--- src/cpuCtrlPkg.sv ---
// Control definitions of the forth core.
// Instruction phases and the data path selects.
`default_nettype none

package cpuCtrlPkg;

	typedef enum logic [1:0] {
		phaseFetch   = 2'd0,
		phaseDecode  = 2'd1,
		phaseExecute = 2'd2,
		phaseCommit  = 2'd3
	} cpuPhase;

	// Source of the register write data.
	typedef enum logic [1:0] {
		selAlu  = 2'd0,
		selBus  = 2'd1,
		selNone = 2'd2
	} regDataSel;

	typedef enum logic {
		addrPc   = 1'b0,
		addrRegB = 1'b1
	} addrSel;

endpackage

`default_nettype wire

--- src/cpuIsaPkg.sv ---
// Instruction set of the forth core.
// Word type, instruction groups, ALU opcodes, jump conditions and field positions.
`default_nettype none

package cpuIsaPkg;

	typedef logic [15:0] dataWord;
	typedef logic [2:0] regIndex;

	typedef enum logic [1:0] {
		aluGroup  = 2'b00,
		memGroup  = 2'b01,
		jumpGroup = 2'b10,
		nopGroup  = 2'b11
	} instrGroup;

	typedef enum logic [3:0] {
		opAdd  = 4'd0,
		opSub  = 4'd1,
		opAnd  = 4'd2,
		opOr   = 4'd3,
		opXor  = 4'd4,
		opMov  = 4'd5,
		opAddi = 4'd6,
		opShl  = 4'd7,
		opShr  = 4'd8,
		opCmp  = 4'd9
	} aluOpcode;

	typedef enum logic [1:0] {
		condZero   = 2'd0,
		condCarry  = 2'd1,
		condSign   = 2'd2,
		condParity = 2'd3
	} condSelect;

	// Common fields.
	localparam int groupMsb = 15;
	localparam int groupLsb = 14;
	localparam int regAMsb = 9;
	localparam int regALsb = 7;
	localparam int regBMsb = 6;
	localparam int regBLsb = 4;

	// ALU group.
	localparam int aluOpMsb = 13;
	localparam int aluOpLsb = 10;
	localparam int immMsb = 3;
	localparam int immLsb = 0;

	// Memory group.
	localparam int storeBit = 13;

	// Jump group.
	localparam int condKindMsb = 13;
	localparam int condKindLsb = 12;
	localparam int condBit = 11;
	localparam int invertBit = 10;
	localparam int relativeBit = 9;
	localparam int offsetMsb = 8;
	localparam int offsetLsb = 0;

endpackage

`default_nettype wire

--- src/forthCore.sv ---
// Forth core top level without pin bindings.
// Wires sequencer, decoder, registers, ALU and PC, and drives the memory bus.
`timescale 1ns/1ps
`default_nettype none

module forthCore import cpuIsaPkg::*, cpuCtrlPkg::*; #(
	parameter dataWord resetVector = 16'h0000
) (
	input  logic    CLK,
	input  logic    arstN,
	output logic    fetch,
	output logic    decode,
	output logic    execute,
	output logic    commit,
	output dataWord abus,
	output dataWord dbusOut,
	input  dataWord dbusIn,
	output logic    rd,
	output logic    wr
);

	regIndex regASel, regBSel;
	logic regWrite;
	regDataSel regDataSrc;
	aluOpcode aluOp;
	logic [3:0] immediate;
	logic useImm, aluLoad, flagLoad;
	logic pcLoad, jumpRelative, jumpCond, condInvert;
	condSelect condKind;
	logic [8:0] jumpOffset;
	addrSel addrSource;
	dataWord regAData, regBData, aluResult, pcAddr;
	logic flagZero, flagCarry, flagSign, flagParity;

	phaseSequencer i_phaseSequencer (
		.CLK(CLK), .arstN(arstN),
		.fetch(fetch), .decode(decode), .execute(execute), .commit(commit)
	);

	instructionDecoder i_instructionDecoder (
		.CLK(CLK), .arstN(arstN),
		.fetch(fetch), .execute(execute), .commit(commit), .dbusIn(dbusIn),
		.regASel(regASel), .regBSel(regBSel), .regWrite(regWrite), .regDataSrc(regDataSrc),
		.aluOp(aluOp), .immediate(immediate), .useImm(useImm),
		.aluLoad(aluLoad), .flagLoad(flagLoad),
		.pcLoad(pcLoad), .jumpRelative(jumpRelative), .jumpCond(jumpCond),
		.condInvert(condInvert), .condKind(condKind), .jumpOffset(jumpOffset),
		.addrSource(addrSource), .rd(rd), .wr(wr)
	);

	registerFile i_registerFile (
		.CLK(CLK), .arstN(arstN), .commit(commit), .execute(execute),
		.regASel(regASel), .regBSel(regBSel), .regWrite(regWrite), .regDataSrc(regDataSrc),
		.aluResult(aluResult), .dbusIn(dbusIn),
		.regAData(regAData), .regBData(regBData)
	);

	fullAlu i_fullAlu (
		.CLK(CLK), .arstN(arstN), .execute(execute), .aluOp(aluOp),
		.regAData(regAData), .regBData(regBData), .immediate(immediate),
		.useImm(useImm), .aluLoad(aluLoad), .flagLoad(flagLoad), .aluResult(aluResult),
		.flagZero(flagZero), .flagCarry(flagCarry), .flagSign(flagSign), .flagParity(flagParity)
	);

	programCounter #(.resetVector(resetVector)) i_programCounter (
		.CLK(CLK), .arstN(arstN), .commit(commit), .pcLoad(pcLoad),
		.jumpRelative(jumpRelative), .jumpCond(jumpCond), .condInvert(condInvert),
		.condKind(condKind), .jumpOffset(jumpOffset), .regBData(regBData),
		.flagZero(flagZero), .flagCarry(flagCarry), .flagSign(flagSign), .flagParity(flagParity),
		.pcAddr(pcAddr)
	);

	// Register B addresses memory only while a load or store executes.
	assign abus = (execute && (addrSource == addrRegB)) ? regBData : pcAddr;
	assign dbusOut = regAData;

endmodule

`default_nettype wire

--- src/fullAlu.sv ---
// ALU with result and condition flag registers.
// Operand B is a register or the 4-bit immediate; carry comes from a 17-bit path.
`timescale 1ns/1ps
`default_nettype none

module fullAlu import cpuIsaPkg::*; (
	input  logic       CLK,
	input  logic       arstN,
	input  logic       execute,
	input  aluOpcode   aluOp,
	input  dataWord    regAData,
	input  dataWord    regBData,
	input  logic [3:0] immediate,
	input  logic       useImm,
	input  logic       aluLoad,
	input  logic       flagLoad,
	output dataWord    aluResult,
	output logic       flagZero,
	output logic       flagCarry,
	output logic       flagSign,
	output logic       flagParity
);

	dataWord operandB;
	logic [16:0] wideResult;

	assign operandB = useImm ? {12'd0, immediate} : regBData;

	always_comb begin
		case (aluOp)
			opAdd, opAddi: wideResult = {1'b0, regAData} + {1'b0, operandB};
			// Bit 16 is the borrow.
			opSub, opCmp: wideResult = {1'b0, regAData} - {1'b0, operandB};
			opAnd: wideResult = {1'b0, regAData & operandB};
			opOr: wideResult = {1'b0, regAData | operandB};
			opXor: wideResult = {1'b0, regAData ^ operandB};
			opMov: wideResult = {1'b0, operandB};
			opShl: wideResult = {regAData, 1'b0};
			opShr: wideResult = {regAData[0], 1'b0, regAData[15:1]};
			default: wideResult = '0;
		endcase
	end

	always_ff @(posedge CLK) begin
		if (execute && aluLoad) begin
			aluResult <= wideResult[15:0];
		end
	end

	always_ff @(posedge CLK or negedge arstN) begin
		if (!arstN) begin
			flagZero <= 1'b0;
			flagCarry <= 1'b0;
			flagSign <= 1'b0;
			flagParity <= 1'b0;
		end else if (execute && flagLoad) begin
			flagZero <= (wideResult[15:0] == 16'd0);
			flagCarry <= wideResult[16];
			flagSign <= wideResult[15];
			flagParity <= ^wideResult[15:0];
		end
	end

endmodule

`default_nettype wire

--- src/instructionDecoder.sv ---
// Instruction decoder.
// Holds the fetched instruction and splits it into register, ALU, bus and PC controls.
`timescale 1ns/1ps
`default_nettype none

module instructionDecoder import cpuIsaPkg::*, cpuCtrlPkg::*; (
	input  logic       CLK,
	input  logic       arstN,
	input  logic       fetch,
	input  logic       execute,
	input  logic       commit,
	input  dataWord    dbusIn,
	output regIndex    regASel,
	output regIndex    regBSel,
	output logic       regWrite,
	output regDataSel  regDataSrc,
	output aluOpcode   aluOp,
	output logic [3:0] immediate,
	output logic       useImm,
	output logic       aluLoad,
	output logic       flagLoad,
	output logic       pcLoad,
	output logic       jumpRelative,
	output logic       jumpCond,
	output logic       condInvert,
	output condSelect  condKind,
	output logic [8:0] jumpOffset,
	output addrSel     addrSource,
	output logic       rd,
	output logic       wr
);

	dataWord instrReg;
	instrGroup group;
	logic isAlu;
	logic isCmp;
	logic isLoad;
	logic isStore;

	// Reset leaves a nop in the instruction register.
	always_ff @(posedge CLK or negedge arstN) begin
		if (!arstN) begin
			instrReg <= {nopGroup, 14'd0};
		end else if (fetch) begin
			instrReg <= dbusIn;
		end
	end

	assign group = instrGroup'(instrReg[groupMsb:groupLsb]);
	assign isAlu = (group == aluGroup);
	assign isCmp = isAlu && (aluOp == opCmp);
	assign isLoad = (group == memGroup) && !instrReg[storeBit];
	assign isStore = (group == memGroup) && instrReg[storeBit];

	assign regASel = instrReg[regAMsb:regALsb];
	assign regBSel = instrReg[regBMsb:regBLsb];
	assign regWrite = (isAlu && !isCmp) || isLoad;
	assign regDataSrc = isAlu ? selAlu : (isLoad ? selBus : selNone);

	assign aluOp = aluOpcode'(instrReg[aluOpMsb:aluOpLsb]);
	assign immediate = instrReg[immMsb:immLsb];
	assign useImm = isAlu && (aluOp == opAddi);
	// Compare keeps the old result but still sets the flags.
	assign aluLoad = isAlu && !isCmp;
	assign flagLoad = isAlu;

	assign pcLoad = (group == jumpGroup);
	assign jumpRelative = instrReg[relativeBit];
	assign jumpCond = instrReg[condBit];
	assign condInvert = instrReg[invertBit];
	assign condKind = condSelect'(instrReg[condKindMsb:condKindLsb]);
	assign jumpOffset = instrReg[offsetMsb:offsetLsb];

	assign addrSource = (group == memGroup) ? addrRegB : addrPc;
	assign rd = fetch || (execute && isLoad);
	assign wr = execute && isStore;

	noReadWhileWrite: assert property (@(posedge CLK) disable iff (!arstN)
		!(rd && wr));

	storeThenCommit: assert property (@(posedge CLK) disable iff (!arstN)
		wr |=> commit);

endmodule

`default_nettype wire

--- src/phaseSequencer.sv ---
// Phase sequencer.
// Steps every instruction through fetch, decode, execute and commit.
`timescale 1ns/1ps
`default_nettype none

module phaseSequencer import cpuCtrlPkg::*; (
	input  logic CLK,
	input  logic arstN,
	output logic fetch,
	output logic decode,
	output logic execute,
	output logic commit
);

	cpuPhase phase;
	logic running;

	// First edge after reset only starts the ring, fetch follows.
	always_ff @(posedge CLK or negedge arstN) begin
		if (!arstN) begin
			running <= 1'b0;
			phase <= phaseFetch;
		end else if (!running) begin
			running <= 1'b1;
		end else begin
			phase <= cpuPhase'(phase + 2'd1);
		end
	end

	assign fetch = running && (phase == phaseFetch);
	assign decode = running && (phase == phaseDecode);
	assign execute = running && (phase == phaseExecute);
	assign commit = running && (phase == phaseCommit);

	onePhaseActive: assert property (@(posedge CLK) disable iff (!arstN)
		running |-> $onehot({fetch, decode, execute, commit}));

endmodule

`default_nettype wire

--- src/programCounter.sv ---
// Program counter.
// Steps by one or takes an absolute, relative or conditional jump at commit.
`timescale 1ns/1ps
`default_nettype none

module programCounter import cpuIsaPkg::*; #(
	parameter dataWord resetVector = 16'h0000
) (
	input  logic       CLK,
	input  logic       arstN,
	input  logic       commit,
	input  logic       pcLoad,
	input  logic       jumpRelative,
	input  logic       jumpCond,
	input  logic       condInvert,
	input  condSelect  condKind,
	input  logic [8:0] jumpOffset,
	input  dataWord    regBData,
	input  logic       flagZero,
	input  logic       flagCarry,
	input  logic       flagSign,
	input  logic       flagParity,
	output dataWord    pcAddr
);

	dataWord nextAddr;
	dataWord relTarget;
	logic condFlag;
	logic taken;

	assign nextAddr = pcAddr + 16'd1;
	assign relTarget = nextAddr + {{7{jumpOffset[8]}}, jumpOffset};

	always_comb begin
		case (condKind)
			condZero: condFlag = flagZero;
			condCarry: condFlag = flagCarry;
			condSign: condFlag = flagSign;
			default: condFlag = flagParity;
		endcase
	end

	// Unconditional jumps are always taken.
	assign taken = pcLoad && (!jumpCond || (condFlag ^ condInvert));

	always_ff @(posedge CLK or negedge arstN) begin
		if (!arstN) begin
			pcAddr <= resetVector;
		end else if (commit) begin
			if (!taken) begin
				pcAddr <= nextAddr;
			end else if (jumpRelative) begin
				pcAddr <= relTarget;
			end else begin
				pcAddr <= regBData;
			end
		end
	end

endmodule

`default_nettype wire

--- src/registerFile.sv ---
// Register file of eight 16-bit registers.
// Two combinational read ports, one write port fed by the ALU or the data bus.
`timescale 1ns/1ps
`default_nettype none

module registerFile import cpuIsaPkg::*, cpuCtrlPkg::*; (
	input  logic      CLK,
	input  logic      arstN,
	input  logic      commit,
	input  logic      execute,
	input  regIndex   regASel,
	input  regIndex   regBSel,
	input  logic      regWrite,
	input  regDataSel regDataSrc,
	input  dataWord   aluResult,
	input  dataWord   dbusIn,
	output dataWord   regAData,
	output dataWord   regBData
);

	dataWord regs [8];
	dataWord loadData;

	// Load data is only valid on the bus during execute.
	always_ff @(posedge CLK) begin
		if (execute) begin
			loadData <= dbusIn;
		end
	end

	always_ff @(posedge CLK or negedge arstN) begin
		if (!arstN) begin
			for (int i = 0; i < 8; i++) begin
				regs[i] <= '0;
			end
		end else if (commit && regWrite) begin
			case (regDataSrc)
				selAlu: regs[regASel] <= aluResult;
				selBus: regs[regASel] <= loadData;
				default: ;
			endcase
		end
	end

	assign regAData = regs[regASel];
	assign regBData = regs[regBSel];

endmodule

`default_nettype wire

--- config.mk ---
export PLATFORM = sky130hd
export DESIGN_NAME = forthCore
export DESIGN_NICKNAME = d
export VERILOG_FILES = /design/src/cpuCtrlPkg.sv /design/src/cpuIsaPkg.sv /design/src/forthCore.sv /design/src/fullAlu.sv /design/src/instructionDecoder.sv /design/src/phaseSequencer.sv /design/src/programCounter.sv /design/src/registerFile.sv
export SDC_FILE = /design/constraint.sdc
export NUM_CORES = 1
export LEC_CHECK = 0
export BUFFER_PORTS_ARGS = -buffer_cell sky130_fd_sc_hd__buf_4
export CORE_ASPECT_RATIO = 1.75
export CORE_MARGIN = 5
export CORE_UTILIZATION = 64
export DETAILED_ROUTE_END_ITERATION = 10
export PLACE_DENSITY = 0.82
export SYNTH_ARGS = -nofsm -noshare
export SYNTH_HDL_FRONTEND = slang
export SYNTH_SLANG_ARGS = --single-unit
--- constraint.sdc ---
create_clock -name CLK -period 15.6 [get_ports CLK]
set_clock_uncertainty 0.15 [all_clocks]
set_input_delay 3.12 -clock CLK [delete_from_list [all_inputs] [get_ports CLK]]
set_output_delay 3.12 -clock CLK [all_outputs]
set_load 0.1 [all_outputs]
==> results of run 1 <==
-- kinds of logic after synthesis --
logic type / count (synthesis)
muxes: 128
and+or+nand+nor: 425
DFF: 199
xor gates and xnor gates: 56
adders and majority gates: 79
buffers and inverters: 152
AOI/OAI and AO/OA: 414
other: 1
-- state kept, by name, summed over array words and instances (netlist names) --
name / flops
i_instructionDecoder.instrReg: 16
i_registerFile.loadData: 16
i_fullAlu.flagZero: 1
i_registerFile.regs: 128
i_fullAlu.flagSign: 1
i_fullAlu.flagCarry: 1
i_fullAlu.aluResult: 16
i_phaseSequencer.phase: 2
i_fullAlu.flagParity: 1
i_phaseSequencer.running: 1
i_programCounter.pcAddr: 16
-- cell type report --
class / count / area share
Clock buffer: 19 / 0.03187
Clock inverter: 13 / 0.007560
Inverter: 59 / 0.01521
Multi-Input combinational cell: 1103 / 0.5259
Sequential cell: 199 / 0.3534
Tap cell: 252 / 0.02165
Timing Repair Buffer: 86 / 0.04442
-- per-layer routing --
layer	routed length [µm]	track usage	share of wire	vias to the layer above
li1	-	-	-	5289
met1	14270	0.4038	0.33	5682
met2	20990	0.5970	0.48	715
met3	3730	0.06890	0.085	226
met4	4663	0.3220	0.11	0
met5	0	0	0	-
-- path summary, 6_finish.rpt --
path	start	endpoint	slack [ns]	depth (start not counted)
max in group asynchronous	arstN	i_instructionDecoder.instrReg[4]	11.15	2
min in group asynchronous	arstN	i_registerFile.regs[74]	2.66	1
setup reg to reg	i_instructionDecoder.instrReg[5]	i_fullAlu.flagParity	8.94	22
hold / removal	i_fullAlu.flagParity	i_fullAlu.flagParity	0.34	2
hold reg to reg	i_fullAlu.flagParity	i_fullAlu.flagParity	0.34	2
setup / recovery	i_instructionDecoder.instrReg[7]	dbusOut[6]	8.52	6
-- through the flow --
step	setup WS (ns)	instance area, µm²	hold WS, ns	instances	util
after CTS	8.731	14560	0.3360	1730	0.7013
after global routing	8.536	14560	0.3753	1731	0.7016
after floorplan	7.824	13370	0.2939	1454	-
final	8.525	14560	0.3434	1731	0.7016
after detailed placement	9.032	13980	0.3196	1698	0.6737
after global placement	9.079	13980	0.3136	1698	0.6737
-- worst min-delay path, stage by stage (launching register included) --
cell and delay (ns):
dfrtp_1 0.35, nand2_1 0.05, o21ai_0 0.06
-- placed cells by master (no fill, tap or decap), types with 8 or more instances in the layout --
master,instances
nor2_1,87
a21o_1,9
nand2_1,228
a21oi_1,50
a221oi_1,22
mux2_2,21
dfrtp_1,162
o21ai_0,208
mux4_2,33
a211oi_1,10
clkbuf_16,18
xor2_1,11
nand3_1,27
o22ai_1,9
o221ai_1,10
inv_1,58
buf_4,84
o31ai_1,8
edfxtp_1,32
nand4_1,11
ha_1,77
a22oi_1,18
mux2i_1,74
xnor2_1,45
nor3_1,13
==> out/results.ini, run 1 <==
[outcome]
status = finished, final reports clean

[routing]
drt_wl_total_um = 43660
drc = 0
ant_nets = 0
avgRoutedWirePerCell_um = 25.22
drt_pre_antenna_iters = 6
drtIter0Drc = 1309
vias = 11910
viasPerCell = 6.882

[sta]
drv_slew = 0
rsz0062_at_grt = no
hold_violations = 0
fmax_ghz = 0.1413
setup_viol = 0
worst_slew_pin_slew_ns = 1.215
fin_tns_setup_ns = 0
post-route-period-util = 0.4535
fin_crit_ns = 7.075
relSlewSlack = 0.1879

[layout]
diodes = 0
area_growth_pct = 8.897
fillers = 1570
ff_latch_area_um2 = 5146
fin_nets = 1563
layout-drive-gt1-share = 0.1291
multi_input_area_um2 = 7660

[placed_design]
dp_hpwl_um = 31470
port_buffers = 55
gp_congestion = 1.032

[synth]
synth-seq-cells = 199
syn_area_um2 = 13370
synth_edf_count = 32
synth_fp_nets = 1551
syn_inst = 1454
synth.most_common_cell = nand2_1
synth_top_family_by_area = compound AO/OA/AOI/OAI gates
ys_top_cells_by_area = dfrtp_1 (31%), o21ai_0 (7.8%), ha_1 (7.2%)
synth_common_cells = nand2_1 (228), o21ai_0 (208), dfrtp_1 (165), nor2_1 (87), ha_1 (77)
synth_fa_ha_area_frac = 0.07503
muxShareOfSynthArea = 0.1286
synth.largest_area_cell = dfrtp_1
netlist-cell-type-count = 74
synth-compound-area-share = 0.1920
synthArstFlopShare = 0.8392
synth_xor_area_frac = 0.03667
synth_top_area_share = 0.3087
seq_area_frac_synth = 0.3845
yosys.area_share.simple = 0.1392
avgSynthCellArea_um2 = 9.198
yosys_warnings = 0
ys.flop_type = dfrtp_1

[die]
coreArea_um2 = 20760
fp.dieW_um = 119.3
top_level_ports = 56
rows = 70
initial_utilization = 0.6443
die_h_um = 201.2
die-area_um2 = 24000

[worst_setup_path]
crit_arrival_ns = 3.81
slowest_stage = o21ai_0
path_delay_family = buffers and inverters
crit_fanout = 22
crit_chain = buf_4, inv_2, nor2_1, a22oi_1, o21ai_0, buf_4
path_common_cell = buf_4
worstPathRequired_ns = 12.33
worstSetupPathType = reg2out
cp-end-kind = output port
slowest_delay_ns = 0.79
startpoint_type = flop
critical_path_buf_inv_count = 3

[clock_tree]
tritoncts = yes
cts_root_buf = clkbuf_16
postCtsHoldBufs = 0
cts.reportedPaths.clkPinSlew_ns = 0.07
cts-buffers-inserted = 17
post_cts_buffers = 0
cts_resized = 0
clock_path_buffers = 2
clk_latency_ns = 0.44
h-tree-depth = 4
cts.sinks = 199

[global_routing]
track_usage = 0.3663
grt_pass1_vias = 11790
grt_max_degree = 104
antenna_found_initial = 1
grt_pass1_wl_um = 67010
overflow = 0

[job]
drv.max_cap_violation_count = 0

[hold_path]
hold_path_class = reg2reg

Power of run 1 is left out: the tool's default activity adds up to more than one toggle a clock period on the data nets, which glitch-free logic cannot reach.
==> run 2: changes to the inputs <==
--- a/config.mk
+++ b/config.mk
@@ -8,9 +8,9 @@
 export BUFFER_PORTS_ARGS = -buffer_cell sky130_fd_sc_hd__buf_4
 export CORE_ASPECT_RATIO = 1.75
 export CORE_MARGIN = 5
-export CORE_UTILIZATION = 64
+export CORE_UTILIZATION = 57
 export DETAILED_ROUTE_END_ITERATION = 10
-export PLACE_DENSITY = 0.82
+export PLACE_DENSITY = 0.77
 export SYNTH_ARGS = -nofsm -noshare
 export SYNTH_HDL_FRONTEND = slang
 export SYNTH_SLANG_ARGS = --single-unit
==> constraint.sdc (replaced) <==
create_clock -name CLK -period 5.96 [get_ports CLK]
set_clock_uncertainty 0.15 [all_clocks]
set_input_delay 1.192 -clock CLK [delete_from_list [all_inputs] [get_ports CLK]]
set_output_delay 1.192 -clock CLK [all_outputs]
set_load 0.1 [all_outputs]
==> out/results.ini, run 2 (same netlist as run 1, synthesis figures left out) <==
[die]
initial_utilization = 0.5755
fp.dieW_um = 125.8
top_level_ports = 56
rows = 74
coreArea_um2 = 23240
die_h_um = 212.6
die-area_um2 = 26750

[worst_setup_path]
cp-end-kind = flop
reg2reg_from = i_instructionDecoder.instrReg[5]
rrSetupSlack_ns = 0.34
worstPathRequired_ns = 6.15
reg2reg_to = i_fullAlu.flagParity
startpoint_type = flop
reg2reg_depth = 22
crit_arrival_ns = 5.81
worstSetupPathType = reg2reg
crit_fanout = 8

[sta]
hold_violations = 0
fin_crit_ns = 5.621
drv_slew = 0
fmax_ghz = 0.1779
holdWs_ns = 0.3520
relSlewSlack = 0.1536
post-route-period-util = 0.9432
fin_tns_setup_ns = 0
setup_viol = 0
worst_slew_pin_slew_ns = 1.270

[placed_design]
gp_congestion = 1.000
dp.cells = 1784
dp_hpwl_um = 32530
port_buffers = 55

[hold_path]
whs_endpoint = i_registerFile.regs[44]
hold_depth = 2
hold_path_class = reg2reg
min_from = i_registerFile.regs[44]

[layout]
fillers = 1910
instances_no_fill = 1816
area_growth_pct = 11.54
ff_latch_area_um2 = 5149
regMostFlops = i_registerFile.regs
fin_nets = 1596
layout_commonest_cell = nand2_1
multi_input_area_um2 = 7685
mostFrequentLayoutCells = nand2_1 (228), o21ai_0 (206), dfrtp_1 (160)
largest_reg_flops = 128
layout-drive-gt1-share = 0.1508
diodes = 0

[clock_tree]
tritoncts = yes
cts.sinks = 199
clock_path_buffers = 2
cts_root_buf = clkbuf_16
cts.reportedPaths.clkPinSlew_ns = 0.07
post_cts_buffers = 0
cts-buffers-inserted = 17
clk_latency_ns = 0.47
h-tree-depth = 4

[outcome]
status = finished, final reports clean

[global_routing]
overflow = 0
grt_pass1_wl_um = 66670
grt_max_degree = 96
grtUsageMet2 = 0.5477
met1_usage = 0.3616
track_usage = 0.3278
top_usage_layer = met2
grtUsageMet3 = 0.04500
antenna_found_initial = 0
grt_pass1_vias = 11760

[routing]
drtIter0Drc = 1267
avgRoutedWirePerCell_um = 24.07
drc = 0
drt_pre_antenna_iters = 5
viasPerCell = 6.569
vias = 11930
drt_wl_total_um = 43710
ant_nets = 0

[job]
drv.max_cap_violation_count = 0

-- run 2: cell types whose count changed in the layout (fill, tap and decap cells not counted), moves of 2 or more --
| cell | previous run | this run |
|---|---|---|
| inv_6 | 4 | 6 |
| dfrtp_1 | 162 | 160 |
| buf_4 | 84 | 116 |
| clkinvlp_4 | 0 | 3 |
| o21ai_1 | 2 | 4 |
| buf_12 | 0 | 2 |
| clkinv_2 | 3 | 0 |
| dfrtp_2 | 3 | 5 |
| o21ai_0 | 208 | 206 |
-- run 2: final cells by class --
type	count	share of cell area
sequential	199	0.3451
inverter	59	0.01485
clock inverter	14	0.008806
clock buffer	18	0.02877
tap	304	0.02550
timing repair buffer	119	0.06181
multi-input combinational	1103	0.5151
-- run 2: worst max-delay path: stages (launching register included) --
cell and delay (ns):
dfrtp_2 0.50, mux4_2 0.52, mux2i_1 0.19, nand2_1 0.07, o21ai_1 0.16, ha_1 0.24
or3b_4 0.43, o41ai_2 0.39, xnor2_1 0.18, ha_1 0.31, and4_1 0.26, and2_1 0.16
a311oi_1 0.32, buf_4 0.19, nor2b_1 0.04, nor2_1 0.14, mux2i_1 0.26, o211a_1 0.17
ha_1 0.24, xnor2_1 0.17, xnor2_1 0.15, xnor2_1 0.13, o21ai_0 0.09
-- run 2: worst max path at each step --
| stage | startpoint | endpoint | depth (start not counted) |
|---|---|---|---|
| after floorplan | i_instructionDecoder.instrReg[8] | i_fullAlu.flagParity | 17 |
| after CTS | i_instructionDecoder.instrReg[5] | i_fullAlu.flagParity | 22 |
| final | i_instructionDecoder.instrReg[5] | i_fullAlu.flagParity | 22 |
| after global routing | i_instructionDecoder.instrReg[5] | i_fullAlu.flagParity | 22 |
| after detailed placement | i_instructionDecoder.instrReg[5] | i_fullAlu.flagParity | 22 |
| after global placement | i_instructionDecoder.instrReg[5] | i_fullAlu.flagParity | 22 |
-- run 2: stage by stage --
step	instance area [µm²]	worst slack, ns	util
2_1_floorplan	13390	0.01800	-
3_3_place_gp	14340	0.3197	0.6171
3_5_place_dp	14340	0.2272	0.6171
4_1_cts	14900	0.2063	0.6412
5_1_grt	14920	-0.01028	0.6419
6_report	14920	0.3387	0.6419
-- run 2: routing by layer --
layer  up-vias  share of wire
li1       5372              -
met4         0           0.11
met3       228          0.061
met5         -              0
met1      5715           0.34
met2       614           0.49
-- run 2: repair_timing --
action | in CTS | in global routing
hold buffers | 0 | 0
endpoints found under the setup margin | 0 | 1
resized for setup | 0 | 4
Power of run 2 is left out for the same reason.
==> run 3: changes to the inputs <==
--- a/config.mk
+++ b/config.mk
@@ -6,11 +6,13 @@
 export NUM_CORES = 1
 export LEC_CHECK = 0
 export BUFFER_PORTS_ARGS = -buffer_cell sky130_fd_sc_hd__buf_4
+export CELL_PAD_IN_SITES_DETAIL_PLACEMENT = 0
+export CELL_PAD_IN_SITES_GLOBAL_PLACEMENT = 1
 export CORE_ASPECT_RATIO = 1.75
 export CORE_MARGIN = 5
-export CORE_UTILIZATION = 57
+export CORE_UTILIZATION = 44
 export DETAILED_ROUTE_END_ITERATION = 10
-export PLACE_DENSITY = 0.77
+export PLACE_DENSITY_LB_ADDON = 0.1
 export SYNTH_ARGS = -nofsm -noshare
 export SYNTH_HDL_FRONTEND = slang
 export SYNTH_SLANG_ARGS = --single-unit
==> out/results.ini, run 3 (same netlist as run 1, synthesis figures left out) <==
[sta]
fin_tns_setup_ns = 0
setup_viol = 0
fmax_ghz = 0.1765
rsz0062_at_grt = no
drv_slew = 0
worst_slew_pin_slew_ns = 1.200
post-route-period-util = 0.9506
worst_slack_ns = 0.2945
fin_crit_ns = 5.666
relSlewSlack = 0.1977
hold_violations = 0

[job]
drv.max_cap_violation_count = 0

[layout]
fin_nets = 1618
layout-drive-gt1-share = 0.1617
final_core_util = 0.5069
layout_commonest_cell = nand2_1
diodes = 0
largest_reg_flops = 128
area_growth_pct = 13.92
regMostFlops = i_registerFile.regs
final_cell_area_um2 = 15240
mostFrequentLayoutCells = nand2_1 (228), o21ai_0 (206), dfrtp_1 (160)

[clock_tree]
postCtsHoldBufs = 0
h-tree-depth = 4
cts-buffers-inserted = 17
clk_latency_ns = 0.46
cts.sinks = 199
tritoncts = yes
cts_root_buf = clkbuf_16
clock_path_buffers = 2
cts.reportedPaths.clkPinSlew_ns = 0.08

[global_routing]
overflow = 0
grt_pass1_wl_um = 71750
grt_max_degree = 82
grt_pass1_vias = 11850
antenna_found_initial = 0
track_usage = 0.2826

[routing]
drc = 0
vias = 11600
drtIter0Drc = 623
avgRoutedWirePerCell_um = 24.92
ant_nets = 0
drt_wl_total_um = 47870
drt_pre_antenna_iters = 5
viasPerCell = 6.040

[worst_setup_path]
path_depth = 22
path_delay_family = simple AND/OR/NAND/NOR gates
rrSetupSlack_ns = 0.29
slowest_delay_ns = 0.52
cp-end-kind = flop
path_common_cell = xnor2_1
critical_path_buf_inv_count = 3
crit_chain = nor4bb_1, nand2_1, buf_4, mux2_2, inv_1, nand4_1, nor4_1, buf_4, nor2_1, xnor2_1, ha_1, nand3_1, o211ai_1, o41a_1, o21ai_0, o32ai_1, a221oi_1, ha_1, xnor2_1, xnor2_1, xnor2_1, o21ai_0
startpoint_type = flop
crit_fanout = 6
crit_arrival_ns = 5.86
reg2reg_depth = 22
slowest_stage = nor4bb_1
worstSetupPathType = reg2reg
worstPathRequired_ns = 6.15

[placed_design]
gp_congestion = 0.9530
dpl_cell_area_um2 = 14620
port_buffers = 55
dp_slack_ns = 0.1569
dp_hpwl_um = 36260

[hold_path]
hold_depth = 2
hold_path_class = reg2reg

[die]
fp.dieW_um = 141.8
initial_utilization = 0.4449
die-area_um2 = 34120
coreArea_um2 = 30060
rows = 84
top_level_ports = 56
die_h_um = 240.6

[outcome]
status = finished, final reports clean

## run 3: cell count changes in the layout (fill, tap and decap cells not counted)
cell	delta
buf_12	+2
bufinv_16	+1
o41ai_2	-1
clkinvlp_4	-3
clkbuf_1	-1
clkinv_8	+1
buf_4	+20
nor4bb_1	+1
nor4bb_2	-1
clkbuf_8	+1
o41ai_1	+1
clkinv_1	+1
## run 3: worst min-delay path: cells and delay by family, from the launching register on
| family | cells | cell delay, ns |
|---|---|---|
| AO/OA/AOI/OAI | 1 | 0.06 |
| AND/OR/NAND/NOR | 1 | 0.05 |
| flip-flops | 1 | 0.35 |
## run 3: cell type report
type / count / area, µm²
fill: 2954 / 14820
multi-input combinational: 1103 / 7671
sequential: 199 / 5149
timing repair buffer: 141 / 1112
tap: 387 / 484.2
clock buffer: 18 / 439.2
inverter: 59 / 221.5
clock inverter: 14 / 158.9
## run 3: through the flow
stage,instances,hold WS (ns)
after floorplan,1454,0.2939
after global placement,1887,0.3240
after detailed placement,1887,0.3229
after CTS,1919,0.3418
after global routing,1921,0.3722
final,1921,0.3411
## run 3: worst paths after layout
check | from | end
min in group asynchronous | arstN | i_registerFile.regs[120]
worst min-delay path | i_fullAlu.flagSign | i_fullAlu.flagSign
worst max register to register | i_instructionDecoder.instrReg[10] | i_fullAlu.flagParity
worst max-delay path | i_instructionDecoder.instrReg[10] | i_fullAlu.flagParity
max in group asynchronous | arstN | i_instructionDecoder.instrReg[4]
worst min register to register | i_fullAlu.flagSign | i_fullAlu.flagSign
## run 3: layer usage
layer | track usage | vias up | routed length, µm
li1 | - | 5416 | -
met1 | 0.3053 | 5729 | 17520
met2 | 0.5176 | 340 | 25340
met3 | 0.03807 | 118 | 1780
met4 | 0.1729 | 0 | 3218
met5 | 0 | - | 0
## run 3: what timing repair did
| item | in CTS | in global routing |
|---|---|---|
| resized for setup | 0 | 2 |
| endpoints found under the setup margin | 0 | 1 |
| buffers inserted | 0 | 2 |
Power of run 3 is left out for the same reason.
